File: src/logic/sliceDefsPkg.sv
/*
  Shared widths, data types, command codes and sequencer states for the bit-slice unit.
  Imported by every RTL file and by the testbench.
*/
package sliceDefsPkg;

    localparam int dataWidth = 4;       // One data nibble
    localparam int regCount  = 4;       // Registers in the file
    localparam int addrWidth = 2;       // Register address bits
    localparam int portCount = 4;       // Ports A, B, C, X

    typedef logic [dataWidth-1:0] nibbleT;     // Data word
    typedef logic [addrWidth-1:0] regAddrT;    // Register address
    typedef logic [2:0]           opcodeT;     // Command code

    // Host command codes
    localparam opcodeT opLoad  = 3'd0;  // dst <= cmdData
    localparam opcodeT opRead  = 3'd1;  // result <= srcA
    localparam opcodeT opAdd   = 3'd2;  // dst <= srcA + srcB
    localparam opcodeT opSub   = 3'd3;  // dst <= srcA - srcB
    localparam opcodeT opAnd   = 3'd4;  // dst <= srcA & srcB
    localparam opcodeT opXor   = 3'd5;  // dst <= srcA ^ srcB
    localparam opcodeT opCount = 3'd6;  // Register 0 counts up

    // Sequencer FSM
    typedef enum logic [1:0] {
        stIdle,                         // Waiting for req
        stExec,                         // One cycle of port strobes
        stDone                          // ack held until req drops
    } seqStateT;

endpackage
File: src/logic/regPortIf.sv
/*
  One register-file port: enable, write enable, address, write data and read data.
  The sequencer takes the ctrl side, the register file the mem side.
*/
`timescale 1ns/1ps

interface regPortIf;
    import sliceDefsPkg::*;

    logic    en;                        // Port enable
    logic    wrEn;                      // Write strobe, qualified by en
    regAddrT addr;                      // Register select
    nibbleT  wrData;                    // Data to write
    nibbleT  rdData;                    // Zero when en is low

    modport ctrl (
        output en,
        output wrEn,
        output addr,
        output wrData,
        input  rdData
    );

    modport mem (
        input  en,
        input  wrEn,
        input  addr,
        input  wrData,
        output rdData
    );

endinterface

File: src/logic/bitSliceUnit.sv
/*
  Top level of the bit-slice unit with plain host ports.
  Ties the sequencer, the four-port register file and the ALU together.
*/
`timescale 1ns/1ps

module bitSliceUnit (
    input  logic                  clk0,
    input  logic                  arstN,
    input  logic                  req,
    input  sliceDefsPkg::opcodeT  cmdOp,
    input  sliceDefsPkg::regAddrT srcA,
    input  sliceDefsPkg::regAddrT srcB,
    input  sliceDefsPkg::regAddrT dst,
    input  sliceDefsPkg::nibbleT  cmdData,
    output logic                  ack,
    output sliceDefsPkg::nibbleT  result,
    output logic                  carry,
    output logic                  countOverflow,
    output logic                  equal
);
    import sliceDefsPkg::*;

    nibbleT aluResult;                  // ALU output, written through port C
    logic   aluCarry;
    logic   countIn;                    // Count strobe for register 0

    regPortIf portA ();
    regPortIf portB ();
    regPortIf portC ();
    regPortIf portX ();

    sliceSequencer seq_i (
        .clk0      (clk0),
        .arstN     (arstN),
        .req       (req),
        .ack       (ack),
        .cmdOp     (cmdOp),
        .srcA      (srcA),
        .srcB      (srcB),
        .dst       (dst),
        .cmdData   (cmdData),
        .aluResult (aluResult),
        .aluCarry  (aluCarry),
        .countIn   (countIn),
        .result    (result),
        .carry     (carry),
        .portA     (portA),
        .portB     (portB),
        .portC     (portC),
        .portX     (portX)
    );

    multiPortRegFile regFile_i (
        .clk0          (clk0),
        .arstN         (arstN),
        .portA         (portA),
        .portB         (portB),
        .portC         (portC),
        .portX         (portX),
        .countIn       (countIn),
        .countOverflow (countOverflow),
        .equal         (equal)
    );

    // Host holds cmdOp stable for the whole handshake
    aluSlice alu_i (
        .op       (cmdOp),
        .a        (portA.rdData),
        .b        (portB.rdData),
        .y        (aluResult),
        .carryOut (aluCarry)
    );

endmodule

File: src/logic/sliceSequencer.sv
/*
  Four-phase req/ack command FSM for the bit-slice unit.
  Latches the command, strobes the register-file ports for one cycle, holds the result.
*/
`timescale 1ns/1ps

module sliceSequencer (
    input  logic                  clk0,
    input  logic                  arstN,
    input  logic                  req,
    output logic                  ack,
    input  sliceDefsPkg::opcodeT  cmdOp,
    input  sliceDefsPkg::regAddrT srcA,
    input  sliceDefsPkg::regAddrT srcB,
    input  sliceDefsPkg::regAddrT dst,
    input  sliceDefsPkg::nibbleT  cmdData,
    input  sliceDefsPkg::nibbleT  aluResult,
    input  logic                  aluCarry,
    output logic                  countIn,
    output sliceDefsPkg::nibbleT  result,
    output logic                  carry,
    regPortIf.ctrl                portA,
    regPortIf.ctrl                portB,
    regPortIf.ctrl                portC,
    regPortIf.ctrl                portX
);
    import sliceDefsPkg::*;

    seqStateT state;
    opcodeT   opReg;                    // Latched command
    regAddrT  srcAReg;
    regAddrT  srcBReg;
    regAddrT  dstReg;
    nibbleT   dataReg;
    logic     execOn;                   // The single strobe cycle
    logic     isAluOp;
    nibbleT   captureData;              // Value for result at end of stExec
    logic     captureCarry;

    // Command fields taken when req is accepted
    always_ff @(posedge clk0) begin
        if ((state == stIdle) && req) begin
            opReg   <= cmdOp;
            srcAReg <= srcA;
            srcBReg <= srcB;
            dstReg  <= dst;
            dataReg <= cmdData;
        end
    end

    always_ff @(posedge clk0 or negedge arstN) begin
        if (!arstN) begin
            state  <= stIdle;
            ack    <= 1'b0;
            result <= '0;
            carry  <= 1'b0;
        end else begin
            case (state)
                stIdle: if (req) state <= stExec;
                stExec: begin
                    state  <= stDone;
                    result <= captureData;
                    carry  <= captureCarry;
                end
                stDone: begin
                    if (!req) begin
                        state <= stIdle;
                        ack   <= 1'b0;  // Drops on the edge req is seen low
                    end else begin
                        ack   <= 1'b1;  // Held while host keeps req
                    end
                end
                default: state <= stIdle;
            endcase
        end
    end

    assign execOn  = (state == stExec);
    assign isAluOp = (opReg == opAdd) || (opReg == opSub) ||
                     (opReg == opAnd) || (opReg == opXor);

    // Result source per command, carry only from add and sub
    always_comb begin
        captureData  = aluResult;
        captureCarry = 1'b0;
        case (opReg)
            opLoad:       captureData  = dataReg;
            opRead:       captureData  = portX.rdData;
            opCount:      captureData  = portX.rdData + nibbleT'(1); // New register 0 value
            opAdd, opSub: captureCarry = aluCarry;
            default:      captureCarry = 1'b0;
        endcase
    end

    // Ports A and B feed the ALU operands, read only
    assign portA.en     = execOn & isAluOp;
    assign portA.wrEn   = 1'b0;
    assign portA.addr   = srcAReg;
    assign portA.wrData = '0;
    assign portB.en     = execOn & isAluOp;
    assign portB.wrEn   = 1'b0;
    assign portB.addr   = srcBReg;
    assign portB.wrData = '0;

    // Port C writes the ALU result back
    assign portC.en     = execOn & isAluOp;
    assign portC.wrEn   = execOn & isAluOp;
    assign portC.addr   = dstReg;
    assign portC.wrData = aluResult;

    // Port X is the host path: load, read back, and count readout
    assign portX.en     = execOn & ((opReg == opLoad) || (opReg == opRead) ||
                                    (opReg == opCount));
    assign portX.wrEn   = execOn & (opReg == opLoad);
    assign portX.addr   = (opReg == opLoad)  ? dstReg :
                          (opReg == opCount) ? regAddrT'(0) : srcAReg;
    assign portX.wrData = dataReg;

    assign countIn = execOn & (opReg == opCount);

endmodule

File: src/logic/multiPortRegFile.sv
/*
  Four-port 4x4 register file, flip-flop based, write priority A > B > C > X.
  Register 0 also counts on countIn; equal flags register 0 matching register 3.
*/
`timescale 1ns/1ps

module multiPortRegFile (
    input  logic  clk0,
    input  logic  arstN,
    regPortIf.mem portA,
    regPortIf.mem portB,
    regPortIf.mem portC,
    regPortIf.mem portX,
    input  logic  countIn,
    output logic  countOverflow,
    output logic  equal
);
    import sliceDefsPkg::*;

    nibbleT  regs     [regCount];       // Register array
    logic    portWe   [portCount];      // Per-port write request
    regAddrT portAddr [portCount];
    nibbleT  portData [portCount];
    logic    wrSel    [regCount];       // Some port writes this register
    nibbleT  wrVal    [regCount];       // Winning write data

    // Reads are combinational, gated by the port enable
    assign portA.rdData = portA.en ? regs[portA.addr] : '0;
    assign portB.rdData = portB.en ? regs[portB.addr] : '0;
    assign portC.rdData = portC.en ? regs[portC.addr] : '0;
    assign portX.rdData = portX.en ? regs[portX.addr] : '0;

    // Index 0 is the highest priority
    assign portWe[0]   = portA.en & portA.wrEn;
    assign portWe[1]   = portB.en & portB.wrEn;
    assign portWe[2]   = portC.en & portC.wrEn;
    assign portWe[3]   = portX.en & portX.wrEn;
    assign portAddr[0] = portA.addr;
    assign portAddr[1] = portB.addr;
    assign portAddr[2] = portC.addr;
    assign portAddr[3] = portX.addr;
    assign portData[0] = portA.wrData;
    assign portData[1] = portB.wrData;
    assign portData[2] = portC.wrData;
    assign portData[3] = portX.wrData;

    // Per-register write select, scanned from X up to A so A wins
    always_comb begin
        for (int r = 0; r < regCount; r++) begin
            wrSel[r] = 1'b0;
            wrVal[r] = regs[r];
            for (int p = portCount - 1; p >= 0; p--) begin
                if (portWe[p] && (portAddr[p] == regAddrT'(r))) begin
                    wrSel[r] = 1'b1;
                    wrVal[r] = portData[p];
                end
            end
        end
    end

    // Register 0: counter has precedence over any port write
    always_ff @(posedge clk0 or negedge arstN) begin
        if (!arstN) begin
            regs[0]       <= '0;
            countOverflow <= 1'b0;
        end else if (countIn) begin
            {countOverflow, regs[0]} <= regs[0] + (dataWidth + 1)'(1); // Carry out marks wrap
        end else if (wrSel[0]) begin
            regs[0]       <= wrVal[0];
            countOverflow <= 1'b0;      // Fresh value, no overflow
        end
    end

    // Registers 1 to 3 are plain storage
    always_ff @(posedge clk0 or negedge arstN) begin
        if (!arstN) begin
            for (int r = 1; r < regCount; r++) begin
                regs[r] <= '0;
            end
        end else begin
            for (int r = 1; r < regCount; r++) begin
                if (wrSel[r]) begin
                    regs[r] <= wrVal[r];
                end
            end
        end
    end

    assign equal = (regs[0] == regs[regCount-1]); // Register 0 against register 3

endmodule

File: src/logic/aluSlice.sv
/*
  Combinational 4-bit ALU slice: add, subtract, AND, XOR with carry out.
  Unknown codes pass operand a through.
*/
`timescale 1ns/1ps

module aluSlice (
    input  sliceDefsPkg::opcodeT op,
    input  sliceDefsPkg::nibbleT a,
    input  sliceDefsPkg::nibbleT b,
    output sliceDefsPkg::nibbleT y,
    output logic                 carryOut
);
    import sliceDefsPkg::*;

    logic [dataWidth:0] sum;            // a + b with carry
    logic [dataWidth:0] diff;           // a + ~b + 1, top bit is no-borrow

    assign sum  = {1'b0, a} + {1'b0, b};
    assign diff = {1'b0, a} + {1'b0, ~b} + (dataWidth + 1)'(1);

    always_comb begin
        y        = a;                   // Passthrough by default
        carryOut = 1'b0;
        case (op)
            opAdd: begin
                y        = sum[dataWidth-1:0];
                carryOut = sum[dataWidth];
            end
            opSub: begin
                y        = diff[dataWidth-1:0];
                carryOut = diff[dataWidth]; // High when a >= b
            end
            opAnd: begin
                y = a & b;
            end
            opXor: begin
                y = a ^ b;
            end
            default: begin
                y        = a;
                carryOut = 1'b0;
            end
        endcase
    end

endmodule

File: config.mk
export PLATFORM = sky130hd
export DESIGN_NAME = bitSliceUnit
export DESIGN_NICKNAME = d
export VERILOG_FILES = /design/src/logic/sliceDefsPkg.sv /design/src/logic/regPortIf.sv /design/src/logic/bitSliceUnit.sv /design/src/logic/sliceSequencer.sv /design/src/logic/multiPortRegFile.sv /design/src/logic/aluSlice.sv
export SDC_FILE = /design/constraint.sdc
export NUM_CORES = 1
export LEC_CHECK = 0
export ABC_AREA = 1
export BUFFER_PORTS_ARGS = -buffer_cell sky130_fd_sc_hd__buf_2
export CAP_MARGIN = 20
export CORE_MARGIN = 2
export CORE_UTILIZATION = 60
export CTS_BUF_LIST = sky130_fd_sc_hd__clkbuf_4
export DETAILED_ROUTE_END_ITERATION = 6
export PLACE_DENSITY = 0.9
export REMOVE_ABC_BUFFERS = 1
export SYNTH_ARGS = -nofsm -noshare
export SYNTH_HDL_FRONTEND = slang
export SYNTH_SLANG_ARGS = --single-unit
File: constraint.sdc
create_clock -name clk0 -period 2.9 [get_ports clk0]
set_input_delay 0.58 -clock clk0 [delete_from_list [all_inputs] [get_ports clk0]]
set_output_delay 0.58 -clock clk0 [all_outputs]
set_load 0.05 [all_outputs]
==> results of run 1 <==
[through the flow]
step                instance area (sq um)  total power, mW  cells  util (%)
floorplan                            2789            1.852    385         -
global placement                     3012            2.242    465     67.76
detailed placement                   3012            2.268    465     67.76
CTS                                  3113            2.717    473     70.05
global route                         3144            2.941    475     70.75
finish                               3144            2.775    475     70.75
[how the worst max path moves through the flow]
stage                     cells past startpoint                              to  slack (ps)                          start
final                                        15   regFile_i.regs[2]$_DFFE_PN0P_         160     seq_i.state[1]$_DFFE_PN0P_
after global routing                         16  regFile_i.regs[14]$_DFFE_PN0P_          10     seq_i.state[1]$_DFFE_PN0P_
after CTS                                    15     seq_i.result[2]$_DFFE_PN0N_          30  seq_i.portB.addr[0]$_DFFE_PP_
after detailed placement                     15     seq_i.result[2]$_DFFE_PN0N_          40  seq_i.portB.addr[0]$_DFFE_PP_
after global placement                       15     seq_i.result[2]$_DFFE_PN0N_          30  seq_i.portB.addr[0]$_DFFE_PP_
after floorplan                              16     seq_i.result[2]$_DFFE_PN0N_         420     seq_i.state[0]$_DFFE_PN0P_
[repair_timing]
action                                 in CTS  in global routing
endpoints found under the hold margin       0                  0
gates resized for setup                     0                  9
setup buffers                               0                  2
setup endpoints to repair                   0                 12
[worst max-delay path: stages (launching register included)]
cell and delay [ps]:
dfrtp_1 420, inv_1 90, nand2_1 110, inv_2 140, nand3_4 150, a21oi_2 190
ha_1 200, inv_1 60, fa_1 390, nor2_1 100, nor3b_1 60, nor3_1 220
nand2_2 170, buf_4 180, inv_1 50, o221ai_1 90
[metal layers]
| layer | share of wire (%) | up-vias |
|---|---|---|
| li1 | - | 1368 |
| met1 | 40 | 1287 |
| met2 | 45 | 188 |
| met3 | 10 | 37 |
| met4 | 4.4 | 0 |
| met5 | 0 | - |
[placed cells by master (no fill, tap or decap), types with 2 or more instances in the layout]
master and count:
nand2_1 92, inv_1 63, o21ai_0 35, nor2_1 30, nand3_1 27, dfrtp_1 25
buf_2 23, a21oi_1 22, edfxtp_1 13, o211ai_1 8, ha_1 8, buf_4 7
nand2_2 5, o221ai_1 5, clkbuf_4 5, inv_2 4, o21ai_1 4, nor3_1 4
o22ai_1 4, nor3_2 3, nand4_1 3, nor2_2 2, nand3_2 2, nand3b_1 2
nor3b_1 2, o311ai_0 2, fa_1 2, ha_2 2, bufinv_16 2
[state kept, by name, summed over array words and instances, names as in the netlist]
signal,cells
seq_i.opReg,3
seq_i.portC.addr,2
seq_i.state,2
seq_i.ack,1
seq_i.portA.addr,2
seq_i.portB.addr,2
regFile_i.regs,16
seq_i.carry,1
regFile_i.countOverflow,1
seq_i.result,4
seq_i.portX.wrData,4
[report_power, final]
part / internal (mW) / total (mW) / leakage [nW] / switching (mW)
sequential: 0.761 / 0.966 / 0.431 / 0.205
combinational: 0.414 / 1.36 / 1.08 / 0.949
clock: 0.266 / 0.447 / 0.0528 / 0.181
total: 1.44 / 2.78 / 1.56 / 1.33
[logic make-up (layout without fill, tap and decap cells)]
logic type / after synthesis / after routing / synth area share [%]
DFF: 38 / 38 / 36.06
xor gates and xnor gates: 1 / 1 / 0.3109
and+or+nand+nor: 176 / 176 / 28.42
adders and majority gates: 12 / 12 / 5.862
AOI/OAI and AO/OA: 91 / 91 / 19.41
buffers and inverters: 72 / 105 / 9.947
[layout make-up]
| class | instances | share of cell area (%) |
|---|---|---|
| Clock buffer | 5 | 1.194 |
| Clock inverter | 3 | 2.029 |
| Inverter | 67 | 7.998 |
| Multi-Input combinational cell | 280 | 49.06 |
| Sequential cell | 38 | 32.31 |
| Tap cell | 52 | 2.069 |
| Timing Repair Buffer | 30 | 5.332 |
==> impl_metrics.ini, run 1 <==
[run_status]
status = completed

[floorplanning]
die-width_microns = 72.53
die_h_microns = 72.53
core_region_area_sq_um = 4444
io-pin-count = 24
die_area_sq_um = 5261
num_rows = 24
start_util_pct = 63.40

[timing]
tightest_slew_ps = 584.5
period_needed_ps = 2745
layout_setup_ws_ps = 155.0
tns_ps = 0
holdWs_ps = 205.1
finalHoldViolations = 0
clock-skew-final_ps = 10.73
max_freq_mhz = 364.3
rsz0062_at_grt = no
setup_viol = 0
slew_viol_final = 0
relSlewSlack_pct = 61.03
period_share_pct = 94.65

[clock_network]
cts_tree = done
path_clk_slew_ps = 120
cts_made_buffers = 5
htreeDepth = 2
cts_max_path_buffers = 2
postCtsHoldBufs = 0
clockRootBuffer = clkbuf_4
cts.sinks = 38
clock_latency_ps = 350

[detailed_routing]
via_per_inst = 6.063
route.detailed.wl_per_inst_microns = 16.52
drcViolationCount = 0
vias = 2880
drtPass1Iterations = 6
drt_wl_total_mm = 7.848
drt-initial-drc-count = 379
antenna_left = 0

[global_route]
grt.overflow.total = 0
busiest_layer = met2
use_met3_pct = 5.694
grtUsageTotal_pct = 31.44
antenna_found_initial = 0
grt_pass1_wl_mm = 12.59
grt_util_met2_pct = 50.91
met1_usage_pct = 41.64
grt_max_degree = 26
first_global_vias = 2661

[pwr]
leakage_nw = 1.559
ir_drop_uv = 509.5
p_per_area_nw_per_um2 = 882.6

[setup_path]
r2r_slack_ps = 160
end_kind = register
critPathLaunchType = register
crit_required_ps = 3120
path_class = register to register
crit_fanout = 8
rr_endpoint = regFile_i.regs[2]$_DFFE_PN0P_
crit_arrival_ps = 2970
r2r_cells = 15
rr_startpoint = seq_i.state[1]$_DFFE_PN0P_

[logic_synthesis]
yosysWarnings = 0
ys_top_cells_by_area = dfrtp_1, edfxtp_1, nand2_1
yosys.area.top_type_share_pct = 22.20
yosys.cell_types.count = 41
synth-edff-count = 13
synthArstFlopShare_pct = 65.79
ys_ff_latch = 38
synth_common_cells = nand2_1, inv_1, o21ai_0
avgSynthCellArea_sq_um = 7.225
synth_area_sq_um = 2818
yosysMostFrequentCell = nand2_1
ys_dominant_reg_cell = dfrtp_1
synthCells = 390
ys_seq_area_share_pct = 36.06
synth_area_leader_cell = dfrtp_1

[cells_and_area]
antennaDiodeCount = 0
drive_above_1_share_pct = 14.66
final_net_count = 450
final.fill_count = 368
register_area_sq_um = 1016
multi_input_area_sq_um = 1543
syn2layout_area_growth_pct = 11.59

[placement]
gp_congestion = 1.001
io_buffers = 23
dp_slack_ps = 42.41
dp_hpwl_mm = 6.052

[worst_hold_path]
hold_class = input port to asynchronous set/reset pin

[run]
max_cap_violations = 0
No activity file was read; power rests on OpenSTA's default activity.
==> run 2, diff against run 1 <==
SLEW_MARGIN = 10   (was default)
clock period = 3 ns   (was 2.9 ns; I/O delays follow)
==> run 2 against run 1 <==
Compared with the run above:
- flip-flop and latch count unchanged
- power decreased by 8.6%
- largest power group unchanged
- non-clock buffer count increased by 2
- clock skew increased by 5.9 ps
- clock-buffer cell count increased by 1
- largest cell class unchanged
- cell area decreased by 0.80%
- clock power decreased by 36%
- critical path type unchanged
- wire length increased by 0.19%
- fmax decreased by 1.7%
==> impl_metrics.ini, run 2 (synthesis results as in run 1) <==
[setup_path]
end_kind = register
crit_arrival_ps = 3060
path_class = register to register
crit_fanout = 8
critPathLaunchType = register
crit_required_ps = 3270

[pwr]
leakage_nw = 1.554
ir_drop_uv = 515.3
p_per_area_nw_per_um2 = 812.8

[global_route]
first_global_vias = 2566
grtUsageTotal_pct = 31.49
grt_pass1_wl_mm = 12.47
grt_max_degree = 26
grt.overflow.total = 0
antenna_found_initial = 0

[floorplanning]
die_h_microns = 72.53
num_rows = 24
start_util_pct = 63.40
io-pin-count = 24
core_region_area_sq_um = 4444
die_area_sq_um = 5261
die-width_microns = 72.53

[timing]
slew_viol_final = 0
tightest_slew_ps = 573.0
period_needed_ps = 2791
max_freq_mhz = 358.2
period_share_pct = 93.05
finalHoldViolations = 0
rsz0062_at_grt = yes
holdWs_ps = 214.8
clock-skew-final_ps = 16.65
layout_setup_ws_ps = 208.6
relSlewSlack_pct = 61.80
setup_viol = 0

[detailed_routing]
antenna_left = 0
route.detailed.wl_per_inst_microns = 16.48
drt-initial-drc-count = 262
drtPass1Iterations = 5
via_per_inst = 5.979
vias = 2852
drt_wl_total_mm = 7.863
drcViolationCount = 0

[clock_network]
cts_made_buffers = 5
cts_max_path_buffers = 2
clockRootBuffer = clkbuf_4
htreeDepth = 2
clock_latency_ps = 360
cts_tree = done
cts.sinks = 38
path_clk_slew_ps = 130

[placement]
dp_slack_ps = 126.2
gp_congestion = 1.033
io_buffers = 23
dp_hpwl_mm = 5.899

[run_status]
status = completed

[cells_and_area]
drive_above_1_share_pct = 14.82
mostFrequentLayoutCell = nand2_1
final_net_count = 452
syn2layout_area_growth_pct = 10.70
largest_reg_flops = 16
antennaDiodeCount = 0
final.fill_count = 379
most-common-layout-cells = nand2_1, inv_1, o21ai_0
top_register = regFile_i.regs

[worst_hold_path]
hold_class = input port to asynchronous set/reset pin

[run]
max_cap_violations = 0
==> run 2: worst max-delay path: stages (launching register included) <==
cell and delay (ps):
edfxtp_1 520, inv_1 150, a21oi_1 160, o21ai_0 150
nand3_1 120, inv_1 60, ha_1 230, fa_1 410
nor2_1 130, nor3_1 70, nor3_1 220, nand2_2 160
o21ai_1 170, inv_1 50, nand2_1 60, nand2_1 50
==> run 2: power by group <==
| part | internal (mW) | leakage, nW | switching [mW] |
|---|---|---|---|
| Combinational | 0.404 | 1.09 | 0.905 |
| Sequential | 0.736 | 0.431 | 0.207 |
| Clock | 0.101 | 0.0356 | 0.182 |
==> run 2: per-layer routing <==
metal  GRT usage (%)  vias to the layer above  share of wire [%]
met1           44.27                     1318                 42
met3           4.444                       24                8.5
li1                -                     1366                  -
met5               0                        -                  0
met4           10.08                        0                2.0
met2           50.51                      144                 47
==> run 2: what timing repair did <==
| item | in CTS | in global routing |
|---|---|---|
| endpoints found under the setup margin | 0 | 8 |
| resized for setup | 0 | 7 |
| setup buffers | 0 | 6 |
| hold buffers | 0 | 0 |
==> run 2: final cells by class <==
| type | instances | area (sq um) | area share (%) |
|---|---|---|---|
| multi-input combinational | 280 | 1545 | 49.54 |
| sequential | 38 | 1016 | 32.57 |
| inverter | 67 | 251.5 | 8.063 |
| timing repair buffer | 32 | 182.7 | 5.856 |
| tap | 52 | 65.06 | 2.086 |
| clock buffer | 6 | 45.04 | 1.444 |
| clock inverter | 2 | 13.76 | 0.4412 |
==> run 2: worst paths after layout <==
| check | startpoint | end | slack [ps] | depth (start not counted) |
|---|---|---|---|---|
| min in group clk0 | dst[1] | seq_i.portC.addr[1]$_DFFE_PP_ | 410 | 1 |
| max in group asynchronous | arstN | regFile_i.regs[0]$_DFFE_PN0P_ | 2390 | 1 |
| min | arstN | seq_i.carry$_DFFE_PN0N_ | 210 | 1 |
| max reg2reg | seq_i.portA.addr[0]$_DFFE_PP_ | seq_i.result[2]$_DFFE_PN0N_ | 210 | 15 |
| min reg2reg | seq_i.state[1]$_DFFE_PN0P_ | seq_i.state[0]$_DFFE_PN0P_ | 490 | 1 |
| max | seq_i.portA.addr[0]$_DFFE_PP_ | seq_i.result[2]$_DFFE_PN0N_ | 210 | 15 |
==> run 2: through the flow <==
stage | power [mW] | setup TNS (ps) | instances | area [sq um] | util, %
after global routing | 2.695 | -29.05 | 477 | 3119 | 70.19
after CTS | 2.463 | 0 | 471 | 3055 | 68.75
final | 2.535 | 0 | 477 | 3119 | 70.19
after detailed placement | 2.181 | 0 | 463 | 2997 | 67.43
after global placement | 2.148 | 0 | 463 | 2997 | 67.43
after floorplan | 1.791 | 0 | 385 | 2789 | -
